--- src/logic/cpuCtrl_macros.svh ---
`ifndef CPU_CTRL_MACROS_SVH
`define CPU_CTRL_MACROS_SVH

// Opcode field
`define OP_RTYPE 6'h00
`define OP_J     6'h02
`define OP_BEQ   6'h04
`define OP_BNE   6'h05
`define OP_BLE   6'h06
`define OP_BGT   6'h07
`define OP_ADDI  6'h08
`define OP_ADDIU 6'h09
`define OP_SLTI  6'h0A

// Funct field of R-type
`define FN_ADD 6'h20
`define FN_SUB 6'h22
`define FN_AND 6'h24
`define FN_SLT 6'h2A

// Cycles spent in each sequence
`define FETCH_STEPS        5
`define ALU_STEPS          5
`define BRANCH_TAKEN_STEPS 8
`define EXC_STEPS          5
`define SETTLE_STEPS       2

`define STEP_WIDTH 4

`endif

--- src/logic/cpuCtrlPkg.sv ---
`default_nettype none

package cpuCtrlPkg;

  typedef enum logic [2:0] {
    clsAluReg,
    clsAluImm,
    clsBranch,
    clsJump,
    clsInvalid
  } instrClass_e;

  typedef enum logic [3:0] {
    aluPassA = 4'd0,
    aluAdd   = 4'd1,
    aluSub   = 4'd2,
    aluAnd   = 4'd3,
    aluSlt   = 4'd10,
    aluBeq   = 4'd11,
    aluBne   = 4'd12,
    aluBle   = 4'd13,
    aluBgt   = 4'd14
  } aluOp_e;

  typedef enum logic [2:0] {
    pcAluResult  = 3'b000,
    pcAluOut     = 3'b001,
    pcJumpTarget = 3'b010,
    pcExcVector  = 3'b100
  } pcSrc_e;

  typedef enum logic {
    excBadOpcode = 1'b0,
    excOverflow  = 1'b1
  } excCause_e;

  typedef enum logic [1:0] {dstRt = 2'b00, dstRd = 2'b01} regDst_e;
  typedef enum logic [1:0] {srcPc = 2'b00, srcRegA = 2'b01} aluSrcA_e;
  typedef enum logic [1:0] {srcRegB, srcFour, srcImm, srcImmShift} aluSrcB_e;

  // Sequencer phases
  typedef enum logic [2:0] {phReset, phFetch, phExec, phExc, phSettle} phase_e;

  typedef struct packed {
    instrClass_e instrClass;
    aluOp_e      aluOp;
    logic        immOp;      // Second operand is the immediate
    logic        ignoreOvf;  // Set for addiu only
    logic        readTwo;    // Both rs and rt are read
  } decodeInfo_t;

  typedef struct packed {
    logic      pcWrite;
    logic      epcWrite;
    logic      irWrite;
    logic      aluOutWrite;
    logic      regAWrite;
    logic      regBWrite;
    logic      regWrite;
    regDst_e   regDstSel;
    aluSrcA_e  aluSrcA;
    aluSrcB_e  aluSrcB;
    aluOp_e    aluOp;
    pcSrc_e    pcSrc;
    excCause_e excCause;
  } controlWord_t;

endpackage

`default_nettype wire

--- src/logic/cpuCtrlTop.sv ---
`timescale 1ns/1ps
`default_nettype none

module cpuCtrlTop import cpuCtrlPkg::*; (
  input  logic         clk,
  input  logic         reset_in,
  input  logic [5:0]   opcode,
  input  logic [5:0]   funct,
  input  logic         branchCond,
  input  logic         overflow,
  output controlWord_t ctrl
);

  decodeInfo_t info;
  logic decodeStrobe;
  logic excTaken;
  logic excPending;
  excCause_e excCause;

  instrDecode uDecode (
    .opcode (opcode),
    .funct  (funct),
    .info   (info)
  );

  stepSequencer uSequencer (
    .clk          (clk),
    .reset_in     (reset_in),
    .info         (info),
    .branchCond   (branchCond),
    .excPending   (excPending),
    .excCause     (excCause),
    .decodeStrobe (decodeStrobe),
    .excTaken     (excTaken),
    .ctrl         (ctrl)
  );

  excTracker uExcTracker (
    .clk          (clk),
    .reset_in     (reset_in),
    .info         (info),
    .decodeStrobe (decodeStrobe),
    .overflow     (overflow),
    .excTaken     (excTaken),
    .excPending   (excPending),
    .excCause     (excCause)
  );

endmodule

`default_nettype wire

--- src/logic/excTracker.sv ---
`timescale 1ns/1ps
`default_nettype none

module excTracker import cpuCtrlPkg::*; (
  input  logic        clk,
  input  logic        reset_in,
  input  decodeInfo_t info,
  input  logic        decodeStrobe,
  input  logic        overflow,
  input  logic        excTaken,
  output logic        excPending,
  output excCause_e   excCause
);

  logic badOpQ;
  logic ovfQ;
  logic ignoreOvfQ;
  logic ignoreOvf;

  // New mask applies already in the decode cycle
  assign ignoreOvf = decodeStrobe ? info.ignoreOvf : ignoreOvfQ;

  always_ff @(posedge clk) begin
    if (reset_in) begin
      badOpQ <= 1'b0;
      ovfQ <= 1'b0;
      ignoreOvfQ <= 1'b0;
    end else if (excTaken) begin
      badOpQ <= 1'b0;
      ovfQ <= 1'b0;
      ignoreOvfQ <= 1'b0;
    end else begin
      if (decodeStrobe) begin
        if (info.instrClass == clsInvalid) badOpQ <= 1'b1;
        ignoreOvfQ <= info.ignoreOvf;
      end
      if (overflow && !ignoreOvf) ovfQ <= 1'b1;  // Sticky until taken
    end
  end

  assign excPending = badOpQ | ovfQ;
  assign excCause = badOpQ ? excBadOpcode : excOverflow;  // Bad opcode has priority

endmodule

`default_nettype wire

--- src/logic/instrDecode.sv ---
`timescale 1ns/1ps
`default_nettype none

`include "cpuCtrl_macros.svh"

module instrDecode import cpuCtrlPkg::*; (
  input  logic [5:0]  opcode,
  input  logic [5:0]  funct,
  output decodeInfo_t info
);

  always_comb begin
    info.instrClass = clsInvalid;  // Anything not matched below
    info.aluOp = aluPassA;
    info.immOp = 1'b0;
    info.ignoreOvf = 1'b0;
    info.readTwo = 1'b0;
    case (opcode)
      `OP_RTYPE: begin
        info.instrClass = clsAluReg;
        info.readTwo = 1'b1;
        case (funct)
          `FN_ADD: info.aluOp = aluAdd;
          `FN_SUB: info.aluOp = aluSub;
          `FN_AND: info.aluOp = aluAnd;
          `FN_SLT: info.aluOp = aluSlt;
          default: begin
            info.instrClass = clsInvalid;  // Unknown funct
            info.readTwo = 1'b0;
          end
        endcase
      end
      `OP_ADDI, `OP_ADDIU: begin
        info.instrClass = clsAluImm;
        info.aluOp = aluAdd;
        info.immOp = 1'b1;
        info.ignoreOvf = (opcode == `OP_ADDIU);  // Unsigned add never traps
      end
      `OP_SLTI: begin
        info.instrClass = clsAluImm;
        info.aluOp = aluSlt;
        info.immOp = 1'b1;
      end
      `OP_BEQ, `OP_BNE, `OP_BLE, `OP_BGT: begin
        info.instrClass = clsBranch;
        info.readTwo = 1'b1;
        case (opcode)
          `OP_BEQ: info.aluOp = aluBeq;
          `OP_BNE: info.aluOp = aluBne;
          `OP_BLE: info.aluOp = aluBle;
          default: info.aluOp = aluBgt;
        endcase
      end
      `OP_J: begin
        info.instrClass = clsJump;  // Taken during decode
      end
      default: begin
        info.instrClass = clsInvalid;
      end
    endcase
  end

endmodule

`default_nettype wire

--- src/logic/stepSequencer.sv ---
`timescale 1ns/1ps
`default_nettype none

`include "cpuCtrl_macros.svh"

module stepSequencer import cpuCtrlPkg::*; (
  input  logic         clk,
  input  logic         reset_in,
  input  decodeInfo_t  info,
  input  logic         branchCond,
  input  logic         excPending,
  input  excCause_e    excCause,
  output logic         decodeStrobe,
  output logic         excTaken,
  output controlWord_t ctrl
);

  localparam logic [`STEP_WIDTH-1:0] branchTestStep = 3;  // Compare result sampled
  localparam logic [`STEP_WIDTH-1:0] branchPcStep = 5;

  phase_e phaseQ;
  phase_e phaseD;
  phase_e curPhase;
  logic [`STEP_WIDTH-1:0] stepQ;
  logic [`STEP_WIDTH-1:0] stepD;
  decodeInfo_t infoQ;
  excCause_e causeQ;
  logic branchTaken;

  // A pending exception replaces the first fetch cycle
  assign curPhase = (phaseQ == phFetch && stepQ == '0 && excPending) ? phExc : phaseQ;
  assign branchTaken = (stepQ > branchTestStep) || (stepQ == branchTestStep && branchCond);

  always_ff @(posedge clk) begin
    if (reset_in) begin
      phaseQ <= phReset;
      stepQ <= '0;
      causeQ <= excBadOpcode;
    end else begin
      phaseQ <= phaseD;
      stepQ <= stepD;
      if (excTaken) causeQ <= excCause;  // Held for the vector write
    end
  end

  always_ff @(posedge clk) begin
    if (decodeStrobe) infoQ <= info;
  end

  always_comb begin
    ctrl = '0;
    ctrl.regDstSel = dstRt;
    ctrl.aluSrcA = srcPc;
    ctrl.aluSrcB = srcRegB;
    ctrl.aluOp = aluPassA;
    ctrl.pcSrc = pcAluResult;
    ctrl.excCause = causeQ;
    decodeStrobe = 1'b0;
    excTaken = 1'b0;
    phaseD = curPhase;
    stepD = stepQ + 1'b1;
    case (curPhase)
      phReset: begin
        phaseD = phFetch;
        stepD = '0;
      end
      phFetch: begin
        ctrl.aluSrcA = srcPc;  // PC + 4
        ctrl.aluSrcB = srcFour;
        ctrl.aluOp = aluAdd;
        ctrl.pcSrc = pcAluOut;
        case (stepQ)
          0: ctrl.aluOutWrite = 1'b1;
          2: ctrl.irWrite = 1'b1;
          `FETCH_STEPS - 1: begin
            decodeStrobe = 1'b1;
            ctrl.pcWrite = 1'b1;
            stepD = '0;
            case (info.instrClass)
              clsJump: begin
                ctrl.pcSrc = pcJumpTarget;
                phaseD = phFetch;
              end
              clsInvalid: phaseD = phFetch;  // Trap seen at next fetch
              default: phaseD = phExec;
            endcase
          end
          default: ;
        endcase
      end
      phExec: begin
        if (stepQ == '0) begin
          ctrl.regAWrite = 1'b1;
          ctrl.regBWrite = infoQ.readTwo;
        end else begin
          ctrl.aluSrcA = srcRegA;
          ctrl.aluSrcB = infoQ.immOp ? srcImm : srcRegB;
          ctrl.aluOp = infoQ.aluOp;
        end
        if (infoQ.instrClass == clsBranch) begin
          ctrl.pcSrc = pcAluOut;
          if (branchTaken) begin
            ctrl.aluSrcA = srcPc;  // Target is PC + offset
            ctrl.aluSrcB = srcImmShift;
            ctrl.aluOp = aluAdd;
          end
          if (stepQ == branchTestStep) begin
            if (branchCond) begin
              ctrl.aluOutWrite = 1'b1;
            end else begin
              phaseD = phFetch;
              stepD = '0;
            end
          end
          if (stepQ == branchPcStep) ctrl.pcWrite = 1'b1;
          if (stepQ == `BRANCH_TAKEN_STEPS - 1) begin
            phaseD = phFetch;
            stepD = '0;
          end
        end else begin
          ctrl.regDstSel = (infoQ.instrClass == clsAluReg) ? dstRd : dstRt;
          if (stepQ == 2) ctrl.regWrite = 1'b1;
          if (stepQ == `ALU_STEPS - 1) begin
            phaseD = phFetch;
            stepD = '0;
          end
        end
      end
      phExc: begin
        ctrl.aluSrcA = srcPc;  // EPC gets PC - 4
        ctrl.aluSrcB = srcFour;
        ctrl.aluOp = aluSub;
        ctrl.pcSrc = pcExcVector;
        case (stepQ)
          0: begin
            excTaken = 1'b1;
            ctrl.aluOutWrite = 1'b1;
            ctrl.excCause = excCause;
          end
          2: begin
            ctrl.pcWrite = 1'b1;
            ctrl.epcWrite = 1'b1;
          end
          `EXC_STEPS - 1: begin
            phaseD = phSettle;
            stepD = '0;
          end
          default: ;
        endcase
      end
      phSettle: begin
        if (stepQ == `SETTLE_STEPS - 1) begin  // Memory sees the new PC
          phaseD = phFetch;
          stepD = '0;
        end
      end
      default: begin
        phaseD = phFetch;
        stepD = '0;
      end
    endcase
  end

endmodule

`default_nettype wire

--- config.mk ---
export PLATFORM = sky130hd
export DESIGN_NAME = cpuCtrlTop
export DESIGN_NICKNAME = d
export VERILOG_FILES = /design/src/logic/cpuCtrlPkg.sv /design/src/logic/cpuCtrlTop.sv /design/src/logic/excTracker.sv /design/src/logic/instrDecode.sv /design/src/logic/stepSequencer.sv
export VERILOG_INCLUDE_DIRS = /design/src /design/src/logic
export SDC_FILE = /design/constraint.sdc
export NUM_CORES = 1
export LEC_CHECK = 0
export BUFFER_PORTS_ARGS = -buffer_cell sky130_fd_sc_hd__buf_2
export CORE_UTILIZATION = 35
export CTS_BUF_LIST = sky130_fd_sc_hd__clkbuf_8
export DETAILED_ROUTE_END_ITERATION = 16
export HOLD_SLACK_MARGIN = 0.15
export PLACE_DENSITY = 0.67
export REMOVE_ABC_BUFFERS = 1
export SYNTH_ARGS = -nofsm -noshare
export SYNTH_HDL_FRONTEND = slang
export SYNTH_SLANG_ARGS = --single-unit
--- constraint.sdc ---
create_clock -name clk -period 2 [get_ports clk]
set_input_delay 0 -clock clk [delete_from_list [all_inputs] [get_ports clk]]
set_output_delay 0 -clock clk [all_outputs]
set_load 0.005 [all_outputs]
==> metrics.md, run 1 <==
| Metric | Value |
|---|---|
| Status | `completed` |
| Hpwl dp | `2.58 mm` |
| Synth Flop Type | `dfxtp_1` |
| 1st-iter DRT viols | `90` |
| Clk pin slew, worst setup/hold paths | `0.07 ns` |
| Worst Setup End Kind | `primary output` |
| Nets | `225` |
| Die span in x | `66.8 um` |
| Placeable Area | `4000 sq um` |
| Layout cells sized above 1 | `30.4%` |
| Clk buf depth | `2` |
| Final TNS setup | `0 ns` |
| DRC violations left | `0` |
| Placed Instances | `242` |
| Slowest CP cell | `dfxtp_1` |
| Grt met3 use | `2.05%` |
| Initial antenna violation count | `0` |
| Distinct cells, synth | `57` |
| Most used routing layer | `met2` |
| Critical path cell sequence | `inv_1, ha_2, nor3b_4, a21oi_2, nor3_2, or3_1, buf_2` |
| Total Routing Usage GR | `16.1%` |
| Post-synth top cells | `20 x nor2_1, 19 x nand2_1, 11 x dfxtp_1, 10 x a21oi_1, 9 x edfxtp_1` |
| CP Launch Type | `flop` |
| Fin. Hold Viols | `0` |
| Site Rows | `23` |
| Flop2flop setup slack | `0.29 ns` |
| Hold path start | `funct[3]` |
| Reg2reg end | `uSequencer.phaseQ[0]$_SDFF_PP0_` |
| Initial Util | `36.7%` |
| Number of synthesized flops with an enable pin | `9` |
| Top-level port count | `37` |
| Final min period | `1.90 ns` |
| Hold depth | `3` |
| Asr flop ratio synth | `0%` |
| Wirelength per Cell | `12.9 um` |
| Register area share after synthesis | `33.4%` |
| Met1 Track Usage GR | `20.8%` |
| WHS | `0.159 ns` |
| Finished Layout Cells | `254` |
| Number of nets still failing antenna checks after routing | `0` |
| Max cap viols | `0` |
| CTS tree | `yes` |
| WS Path Type | `reg -> out` |
| Vias in the first global route | `1211` |
| Gpl congestion | `0.852` |
| First-pass GRT wire length | `5.40 mm` |
| Final Setup Violations | `0` |
| Clock Root Buffer | `clkbuf_8` |
| Ys Warns | `0` |
| Hold endpoint | `uSequencer.infoQ[6]$_DFFE_PN_` |
| Max FO, Critical Path | `6` |
| Largest net degree at the start of global routing | `12` |
| Max-slew headroom | `58.3%` |
| Synth area leaders | `edfxtp_1 18%, dfxtp_1 15%, nor2_1 5.1%` |
| DR vias/cell | `5.19` |
| Syn_area_per_cell | `8.95 sq um` |
| Crit-path max cell delay | `0.38 ns` |
| P&R area growth vs syn | `21.3%` |
| Clock latency on the worst-skew pair | `0.26 ns` |
| Chip height | `66.8 um` |
| Fillers | `402` |
| Worst Hold Class | `in -> reg` |
| Via Count | `1318` |
| Synthesized cell area | `1470 sq um` |
| Tcrit/Tclk final | `95.1%` |
| Arr. time, crit path | `1.90 ns` |
| Gate Count Post-Synth | `164` |
| CTS Sinks | `20` |
| Dominant cell type by area after synthesis | `edfxtp_1` |
| Most frequent cell after synthesis | `nor2_1` |
| Grt ovf | `0` |
| PwrDens | `506 nW/um^2` |
| Worst Skew | `0.00435 ns` |
| Leak | `0.000713 uW` |
| Synth top area share | `18.4%` |
| F_max | `0.526 GHz` |
| M2 GR Usage | `26.1%` |
| Yosys reg bits | `20` |
| Worst-Margin Slew | `0.617 ns` |
| Max-slew violation count | `0` |
| H-tree Lvls | `1` |
| CTS Buf Count | `3` |
| TritonRoute pass-1 iters | `4` |
| PortBufs | `34` |
| Worst vdd rail ir drop | `0.201 mV` |
| Final wirelength | `3.29 mm` |
| Reg2Reg Depth | `5` |
| Reg-to-Reg Start | `uSequencer.stepQ[2]$_SDFF_PP0_` |
| N_diodes | `0` |
| Critical path required time | `2.00 ns` |
| Die ar. | `4460 sq um` |
-- cell type report --
class                           instances  area, sq um  area share (%)
Tap cell                               50         62.6            3.51
Sequential cell                        20          492            27.6
Inverter                                5         18.8            1.05
Multi-Input combinational cell        132          902            50.7
Timing Repair Buffer                   43          250            14.1
Clock buffer                            4         55.1            3.09
-- critical path: cells and delay by family, from the launching register on --
family,cells,cell delay (ns)
buffers and inverters,2,0.22
adder cells (fa/ha/maj),1,0.21
AND/OR/NAND/NOR,3,0.61
AO/OA/AOI/OAI,1,0.23
flip-flops,1,0.38
-- cells in the final DEF (no fill, tap or decap), types with 2 or more instances in the layout --
| master | instances |
|---|---|
| buf_2 | 34 |
| nor2_1 | 20 |
| nand2_1 | 19 |
| a21oi_1 | 10 |
| dfxtp_1 | 10 |
| edfxtp_1 | 9 |
| nand2b_1 | 7 |
| inv_1 | 5 |
| a21o_1 | 5 |
| dlygate4sd3_1 | 5 |
| nor2b_1 | 4 |
| clkbuf_8 | 4 |
| buf_4 | 4 |
| or3b_1 | 3 |
| o21ai_1 | 3 |
| o211ai_1 | 3 |
| ha_1 | 3 |
| a21oi_2 | 2 |
| nor3_4 | 2 |
| and3_1 | 2 |
| nand3_1 | 2 |
| nor4_1 | 2 |
| or2_1 | 2 |
| a31oi_1 | 2 |
| and2_1 | 2 |
| mux2i_1 | 2 |
| o22ai_1 | 2 |
| o31ai_1 | 2 |
| nor4b_1 | 2 |
| conb_1 | 2 |
-- through the flow --
step	instance area [sq um]	power [uW]	setup slack [ns]	util [%]
floorplan	1410	532	0.344	-
global placement	1650	589	0.260	41.2
detailed placement	1650	589	0.252	41.2
CTS	1760	905	0.00867	43.9
global route	1780	945	-0.0206	44.5
finish	1780	901	0.0980	44.5
-- logic make-up after synthesis --
family,synth area share [%]
and+or+nand+nor,35.0
AOI/OAI and AO/OA,19.1
DFF,33.4
buffers and inverters,5.54
adders and majority gates,3.41
muxes,2.13
xor gates and xnor gates,1.19
other,0.256
-- power by group --
group	total, uW	internal, uW	switching, uW	leakage, uW
logic	157	71.7	85.6	0.000517
registers	437	431	5.77	0.000167
clock network	307	175	132	0.0000288
total	901	678	223	0.000713
-- registers in the layout, summed over array words and instances (netlist names) --
register and flops:
uSequencer.infoQ 9, uSequencer.stepQ 4, uSequencer.phaseQ 3, uExcTracker.badOpQ 1
uExcTracker.ignoreOvfQ 1, uExcTracker.ovfQ 1, uSequencer.causeQ 1
-- worst max path at each step --
stage,start,to,slack (ns),cells after the start
2_1_floorplan,uSequencer.stepQ[0]$_SDFF_PP0_,uExcTracker.ovfQ$_SDFFE_PP0P_,0.34,7
3_3_place_gp,uSequencer.stepQ[0]$_SDFF_PP0_,uSequencer.phaseQ[0]$_SDFF_PP0_,0.26,7
3_5_place_dp,uSequencer.stepQ[0]$_SDFF_PP0_,uSequencer.phaseQ[0]$_SDFF_PP0_,0.25,7
4_1_cts,uSequencer.stepQ[1]$_SDFF_PP0_,ctrl[20],0.009,7
5_1_grt,uSequencer.stepQ[0]$_SDFF_PP0_,ctrl[5],-0.02,8
6_report,uSequencer.stepQ[1]$_SDFF_PP0_,ctrl[20],0.1,7
-- repair_timing --
item / in CTS / in global routing
endpoints found under the setup margin: 1 / 8
hold endpoints to repair: 9 / 0
gates resized for setup: 1 / 1
setup buffers: 0 / 3
pin swaps: 1 / 1
hold buffers: 5 / 0
-- routing by layer --
layer,wire length [um],vias to the layer above
met5,0,-
met4,69,0
met3,161,5
met2,1540,46
met1,1510,597
li1,-,670
No activity file was read; power rests on OpenSTA's default activity.
==> inputs of run 2 (changes only) <==
- PLACE_DENSITY: 0.67 -> 0.69
- SYNTH_HIERARCHICAL: unset -> 1
- clock period: 2 -> 1.6 ns (I/O delays scaled with it)
==> run 2 against run 1 <==
- synthesized cell count rose by 1.2%
- sequential share of layout area fell by 5.3 points
- the run now ends with setup timing left
- register-to-register slack got worse by 0.30 ns
- largest cell class unchanged
- non-clock buffer count rose by 35
- sequential cell count did not move
==> metrics.md, run 2 <==
| Metric | Value |
|---|---|
| Worst Hold Class | `in -> reg (unchanged)` |
| Gate Count Post-Synth | `166 (was 164)` |
| PortBufs | `34 (unchanged)` |
| Max FO, Critical Path | `3 (was 6)` |
| Dominant cell type by area after synthesis | `edfxtp_1 (unchanged)` |
| Distinct cells, synth | `57 (unchanged)` |
| Clock Root Buffer | `clkbuf_8 (unchanged)` |
| Most frequent cells in the layout | `39 x buf_4, 33 x buf_2, 18 x nor2_1, 9 x edfxtp_1, 7 x nor3_1 (was 34 x buf_2, 20 x nor2_1, 19 x nand2_1, 10 x a21oi_1, 10 x dfxtp_1)` |
| DR vias/cell | `5.40 (was 5.19)` |
| Status | `complete, but fails checks (was completed)` |
| Initial antenna violation count | `0 (unchanged)` |
| Most frequent cell after synthesis | `nor2_1 (unchanged)` |
| Number of synthesized flops with an enable pin | `9 (unchanged)` |
| Grt ovf | `0 (unchanged)` |
| Worst Setup End Kind | `primary output (unchanged)` |
| Clk buf depth | `2 (unchanged)` |
| First-pass GRT wire length | `6.57 mm (was 5.40 mm)` |
| DR top layer | `met4 (unchanged)` |
| RSZ-0062 raised after global routing | `yes` |
| Number of nets still failing antenna checks after routing | `0 (unchanged)` |
| Synthesized cell area | `1470 sq um (about the same)` |
| Critical Path Start | `uSequencer/stepQ[0]$_SDFF_PP0_ (was uSequencer.stepQ[1]$_SDFF_PP0_)` |
| Final Cell Area | `2240 sq um (was 1780 sq um)` |
| CTS tree | `yes (unchanged)` |
| Crit-path max cell delay | `0.34 ns (was 0.38 ns)` |
| Initial Util | `36.5% (was 36.7%)` |
| Tcrit/Tclk final | `107%` |
| Final wirelength | `4.46 mm (was 3.29 mm)` |
| Violated checks | `setup timing` |
| Synth area leaders | `edfxtp_1 18%, dfxtp_1 15%, nor2_1 5.4% (was edfxtp_1 18%, dfxtp_1 15%, nor2_1 5.1%)` |
| Flop2flop setup slack | `-0.01 ns (was 0.29 ns)` |
| Max cap viols | `0 (unchanged)` |
| Final worst setup slack | `-0.107 ns (was 0.0980 ns)` |
| Slowest CP cell | `mux2_4 (was dfxtp_1)` |
| Simple-Gate Fraction of Synth Area | `36.0% (was 35.0%)` |
| Register area share after synthesis | `33.4% (about the same)` |
| Routed met3 length | `240 um (was 161 um)` |
| CTS Sinks | `20 (unchanged)` |
| Asr flop ratio synth | `0% (unchanged)` |
| Critical path cell sequence | `inv_2, ha_4, nor3b_4, o211ai_1, mux2_4, buf_6 (was inv_1, ha_2, nor3b_4, a21oi_2, nor3_2, or3_1, buf_2)` |
| WS Path Type | `reg -> out (unchanged)` |
| Nets | `263 (was 225)` |
| Synth top area share | `18.4% (about the same)` |
| Worst vdd rail ir drop | `0.302 mV (was 0.201 mV)` |
| Synth Area in Compound Gates | `17.5% (was 19.1%)` |
| N_diodes | `0 (unchanged)` |
| Clock latency on the worst-skew pair | `0.26 ns (about the same)` |
| Hold path start | `funct[3] (unchanged)` |
| TritonRoute pass-1 iters | `4 (unchanged)` |
| Top reg by flops | `uSequencer/infoQ (was uSequencer.infoQ)` |
| Adder-cell share of the synthesized area | `3.40% (was 3.41%)` |
| Fin. Hold Viols | `0 (unchanged)` |
| P&R area growth vs syn | `52.3% (was 21.3%)` |
| Top Registers | `uSequencer/infoQ (9), uSequencer/stepQ (4), uSequencer/phaseQ (3) (was uSequencer.infoQ (9), uSequencer.stepQ (4), uSequencer.phaseQ (3))` |
| CP Launch Type | `flop (unchanged)` |
| Synth Flop Type | `dfxtp_1 (unchanged)` |
| Site Rows | `23 (unchanged)` |
| Die ar. | `4460 sq um (about the same)` |
| Number of flip-flops in the largest register | `9 (unchanged)` |
| Post-synthesis mux area share | `2.72% (was 2.13%)` |
| Critical path required time | `1.60 ns (was 2.00 ns)` |
| Placeable Area | `4030 sq um (was 4000 sq um)` |
| H-tree Lvls | `1 (unchanged)` |
| Vias in the first global route | `1412 (was 1211)` |
| Total Routing Usage GR | `19.4% (was 16.1%)` |
| Util after Layout | `55.6% (was 44.5%)` |
| Gpl congestion | `0.839 (was 0.852)` |
| Chip height | `66.8 um (about the same)` |
| Worst Skew | `0.00796 ns (was 0.00435 ns)` |
| DRC violations left | `0 (unchanged)` |
| F_max | `0.586 GHz` |
| CTS Buf Count | `3 (unchanged)` |
| Met1 WL | `1.91 mm (was 1.51 mm)` |
| Syn_area_per_cell | `8.86 sq um (was 8.95 sq um)` |
| Post-synth top cells | `21 x nor2_1, 11 x dfxtp_1, 10 x nor3_1, 9 x edfxtp_1, 7 x nand2_1 (was 20 x nor2_1, 19 x nand2_1, 11 x dfxtp_1, 10 x a21oi_1, 9 x edfxtp_1)` |
| PwrDens | `803 nW/um^2 (was 506 nW/um^2)` |
| WHS | `0.159 ns (about the same)` |
| Met2 routed WL | `2.17 mm (was 1.54 mm)` |
| Ys Warns | `6 (was 0)` |
| Max-slew violation count | `0 (unchanged)` |
| 1st-iter DRT viols | `88 (was 90)` |
| Placed Instance Area | `1880 sq um (was 1650 sq um)` |
| Commonest non-fill, non-tap cell in the layout | `buf_4 (was buf_2)` |
| Via Count | `1576 (was 1318)` |
| Final min period | `1.71 ns` |
| Layout cells sized above 1 | `53.7% (was 30.4%)` |
| Wirelength per Cell | `15.3 um (was 12.9 um)` |
| Arr. time, crit path | `1.71 ns (was 1.90 ns)` |
| Xor-xnor portion of the synthesized cell area | `1.19% (about the same)` |
| Yosys reg bits | `20 (unchanged)` |
| Main combinational cell family by area after synthesis | `simple AND/OR/NAND/NOR gates (unchanged)` |
| Top-level port count | `37 (unchanged)` |
| Die span in x | `66.8 um (about the same)` |
| Final Setup Violations | `14 (was 0)` |
| Buf+Inv Stages, Crit Path | `2 (unchanged)` |
| Largest net degree at the start of global routing | `13 (was 12)` |
| Clk pin slew, worst setup/hold paths | `0.08 ns (was 0.07 ns)` |
| Leak | `0.000955 uW (was 0.000713 uW)` |
| Reg-to-Reg Start | `uSequencer/stepQ[0]$_SDFF_PP0_ (was uSequencer.stepQ[2]$_SDFF_PP0_)` |
| Hpwl dp | `2.89 mm (was 2.58 mm)` |
| Delay-heaviest family, CP | `multiplexers (was simple AND/OR/NAND/NOR gates)` |
==> run 2: through the flow <==
step	instances	power, uW	setup WS, ns	setup TNS [ns]
5_1_grt	292	1880	-0.167	-1.96
6_report	292	1800	-0.107	-0.794
4_1_cts	286	1730	-0.0774	-0.530
3_3_place_gp	275	1130	0.00800	0
2_1_floorplan	160	880	-0.686	-6.70
3_5_place_dp	275	1130	-0.0509	-0.122
==> run 2: layout make-up <==
cell class / instances / area [sq um]
Inverter: 6 / 22.5
Multi-Input combinational cell: 134 / 1060
Clock buffer: 3 / 41.3
Clock inverter: 1 / 30.0
Fill cell: 329 / 1790
Timing Repair Buffer: 78 / 523
Tap cell: 50 / 62.6
Sequential cell: 20 / 500
==> run 2: metal layers <==
| layer | GRT usage (%) | vias up |
|---|---|---|
| met3 | 1.88 | 15 |
| li1 | - | 757 |
| met4 | 7.71 | 0 |
| met1 | 25.6 | 740 |
| met2 | 32.1 | 64 |
| met5 | 0 | - |
==> run 2: what timing repair did <==
action	in CTS	in global routing
pin swaps	7	13
gates cloned	0	0
hold endpoints to repair	3	0
hold buffers	2	0
resized for setup	27	25
buffers inserted	5	6
endpoints found under the setup margin	21	22
==> run 2: tightest hold or removal path, stage by stage <==
cell and delay (ns):
buf_2 0.12, nand4_1 0.07, a31oi_1 0.07
==> run 2: cells by family after synthesis <==
| family | count (synthesis) |
|---|---|
| simple gates | 87 |
| other cells | 1 |
| xor+xnor | 2 |
| mux | 3 |
| flops | 20 |
| buf+inv | 13 |
| fa+ha+maj | 4 |
| compound gates | 36 |
==> run 2: worst paths after layout <==
kind | to | depth (start not counted)
setup / recovery | ctrl[0] | 6
hold / removal | uSequencer/infoQ[6]$_DFFE_PP_ | 3
setup reg to reg | uExcTracker/ignoreOvfQ$_SDFF_PP0_ | 8
hold reg to reg | uExcTracker/ovfQ$_SDFFE_PP0P_ | 1
==> run 2: where the power goes <==
| part | switching (uW) | internal [uW] | leakage, uW |
|---|---|---|---|
| sequential | 30.4 | 563 | 0.000176 |
| clock | 168 | 334 | 0.0000357 |
| combinational | 354 | 350 | 0.000743 |
| total | 552 | 1250 | 0.000955 |
==> inputs of run 3 (changes only) <==
==> constraint.sdc (replaced) <==
create_clock -name clk -period 1.6 [get_ports clk]
set_input_delay 0.08 -clock clk [delete_from_list [all_inputs] [get_ports clk]]
set_output_delay 0.08 -clock clk [all_outputs]
set_load 0.005 [all_outputs]
==> run 3 against run 2 <==
- the run still ends with setup timing left
- first-iteration DRC count fell by 27%
- sequential cell count unchanged
- cell area fell by 0.17%
- combinational power down 3.1%
- core utilization decreased by 0.093 points
- via count decreased by 0.76%
- critical path type unchanged
- largest cell class unchanged
==> metrics.md, run 3 (synthesis gave the netlist of run 2 again) <==
| Metric | Value |
|---|---|
| Final worst setup slack | `-0.191 ns (was -0.107 ns)` |
| Max-slew violation count | `0 (unchanged)` |
| Grt ovf | `0 (unchanged)` |
| Nets | `268 (was 263)` |
| Gpl congestion | `0.820 (was 0.839)` |
| Vias in the first global route | `1489 (was 1412)` |
| Top-level port count | `37 (unchanged)` |
| DR vias/cell | `5.27 (was 5.40)` |
| Buf+Inv Stages, Crit Path | `1 (was 2)` |
| Number of nets still failing antenna checks after routing | `0 (unchanged)` |
| Hold path start | `overflow (was funct[3])` |
| PwrDens | `737 nW/um^2 (was 803 nW/um^2)` |
| Site Rows | `23 (unchanged)` |
| Util after Layout | `55.5% (was 55.6%)` |
| TritonRoute pass-1 iters | `4 (unchanged)` |
| Clk pin slew, worst setup/hold paths | `0.07 ns (was 0.08 ns)` |
| Clock latency on the worst-skew pair | `0.26 ns (about the same)` |
| Leak | `0.000961 uW (was 0.000955 uW)` |
| Final wirelength | `4.09 mm (was 4.46 mm)` |
| Status | `complete, but fails checks (unchanged)` |
| CTS tree | `yes (unchanged)` |
| Most frequent cells in the layout | `47 x buf_4, 32 x buf_2, 18 x nor2_1, 9 x edfxtp_1, 7 x nor3_1 (was 39 x buf_4, 33 x buf_2, 18 x nor2_1, 9 x edfxtp_1, 7 x nor3_1)` |
| Top Registers | `uSequencer/infoQ (9), uSequencer/stepQ (4), uSequencer/phaseQ (3) (unchanged)` |
| Slowest CP cell | `or3b_4 (was mux2_4)` |
| Final min period | `1.79 ns (was 1.71 ns)` |
| Die span in x | `66.8 um (unchanged)` |
| Placeable Area | `4030 sq um (unchanged)` |
| Number of flip-flops in the largest register | `9 (unchanged)` |
| Tcrit/Tclk final | `112% (was 107%)` |
| Clk buf depth | `2 (unchanged)` |
| Max FO, Critical Path | `4 (was 3)` |
| Delay-heaviest family, CP | `simple AND/OR/NAND/NOR gates (was multiplexers)` |
| Worst vdd rail ir drop | `0.324 mV (was 0.302 mV)` |
| Worst Hold Class | `in -> reg (unchanged)` |
| Commonest non-fill, non-tap cell in the layout | `buf_4 (unchanged)` |
| CTS Sinks | `20 (unchanged)` |
| Worst Setup End Kind | `primary output (unchanged)` |
| CTS Buf Count | `3 (unchanged)` |
| Top reg by flops | `uSequencer/infoQ (unchanged)` |
| N_diodes | `0 (unchanged)` |
| Wirelength per Cell | `13.8 um (was 15.3 um)` |
| Violated checks | `setup timing (unchanged)` |
| Arr. time, crit path | `1.71 ns (about the same)` |
| F_max | `0.558 GHz (was 0.586 GHz)` |
| RSZ-0062 raised after global routing | `yes (unchanged)` |
| WS Path Type | `reg -> out (unchanged)` |
| Critical path cell sequence | `or3b_4, a21oi_4, a21oi_2, o21ai_1, buf_2 (was inv_2, ha_4, nor3b_4, o211ai_1, mux2_4, buf_6)` |
| Finished Layout Cells | `297 (was 292)` |
| 1st-iter DRT viols | `64 (was 88)` |
| Total Routing Usage GR | `18.7% (was 19.4%)` |
| Placed Instances | `286 (was 275)` |
| Worst Skew | `0.00605 ns (was 0.00796 ns)` |
| Final Setup Violations | `13 (was 14)` |
| WHS | `0.206 ns (was 0.159 ns)` |
| P&R area growth vs syn | `52.1% (was 52.3%)` |
| Critical path required time | `1.52 ns (was 1.60 ns)` |
| Largest net degree at the start of global routing | `12 (was 13)` |
| Critical Path Start | `uSequencer/infoQ[7]$_DFFE_PP_ (was uSequencer/stepQ[0]$_SDFF_PP0_)` |
| Crit-path max cell delay | `0.46 ns (was 0.34 ns)` |
| Reg-to-Reg Start | `uExcTracker/ovfQ$_SDFFE_PP0P_ (was uSequencer/stepQ[0]$_SDFF_PP0_)` |
| Initial Util | `36.5% (unchanged)` |
| DRC violations left | `0 (unchanged)` |
| Max cap viols | `0 (unchanged)` |
| Via Count | `1564 (was 1576)` |
| Layout cells sized above 1 | `53.8% (was 53.7%)` |
| Die ar. | `4460 sq um (unchanged)` |
| First-pass GRT wire length | `6.26 mm (was 6.57 mm)` |
| CP Launch Type | `flop (unchanged)` |
| Chip height | `66.8 um (unchanged)` |
| Fin. Hold Viols | `0 (unchanged)` |
| Clock Root Buffer | `clkbuf_8 (unchanged)` |
| H-tree Lvls | `1 (unchanged)` |
| Hpwl dp | `3.05 mm (was 2.89 mm)` |
| Initial antenna violation count | `0 (unchanged)` |
| PortBufs | `34 (unchanged)` |
## run 3: cell count changes in the layout (fill, tap and decap cells not counted), sizes merged
cell	previous run	this run
dlygate4sd3	2	1
clkbuf	3	4
bufinv	1	0
buf	76	82
## run 3: repair_timing
item | in CTS | in global routing
setup endpoints to repair | 20 | 25
gates resized for setup | 32 | 14
cloned | 0 | 0
setup buffers | 2 | 4
endpoints found under the hold margin | 2 | 0
hold buffers | 1 | 0
pin swaps | 14 | 12
## run 3: worst min-delay path, stage by stage
cell and delay (ns):
buf_2 0.09, or3b_4 0.22, o2bb2ai_2 0.05
## run 3: area by class of cell
| type | count | area (sq um) |
|---|---|---|
| clock buffers | 4 | 55.1 |
| fillers | 366 | 1790 |
| flip-flops and latches | 20 | 502 |
| repair buffers | 83 | 557 |
| inverters | 6 | 22.5 |
| multi-input cells | 134 | 1040 |
| well taps | 50 | 62.6 |
## run 3: final timing paths
kind / to / slack, ns / cells after the start
worst max-delay path: ctrl[4] / -0.19 / 5
worst min-delay path: uExcTracker/ovfQ$_SDFFE_PP0P_ / 0.21 / 3
worst max register to register: uExcTracker/ovfQ$_SDFFE_PP0P_ / -0.01 / 6
worst min register to register: uExcTracker/ovfQ$_SDFFE_PP0P_ / 0.47 / 1
## run 3: stage by stage
step                area [sq um]  TNS, ns  setup slack, ns  total power, uW
global placement            1960   -0.322           -0.163             1140
floorplan                   1420    -6.78           -0.686              880
CTS                         2150    -1.46           -0.166             1590
finish                      2240    -1.63           -0.191             1650
global route                2240    -2.67           -0.266             1730
detailed placement          1960   -0.279           -0.152             1150
## run 3: power breakdown
part / leakage (uW) / total, uW / internal, uW / switching [uW]
Clock: 0.0000288 / 384 / 219 / 165
Combinational: 0.000756 / 682 / 345 / 337
Sequential: 0.000176 / 583 / 562 / 20.9
Total: 0.000961 / 1650 / 1130 / 522
## run 3: metal layers
layer	up-vias	GRT usage (%)	part of all wire, %
li1	772	-	-
met1	714	21.5	43
met4	0	9.04	2.7
met5	-	0	0
met3	13	2.40	4.9
met2	65	33.6	49
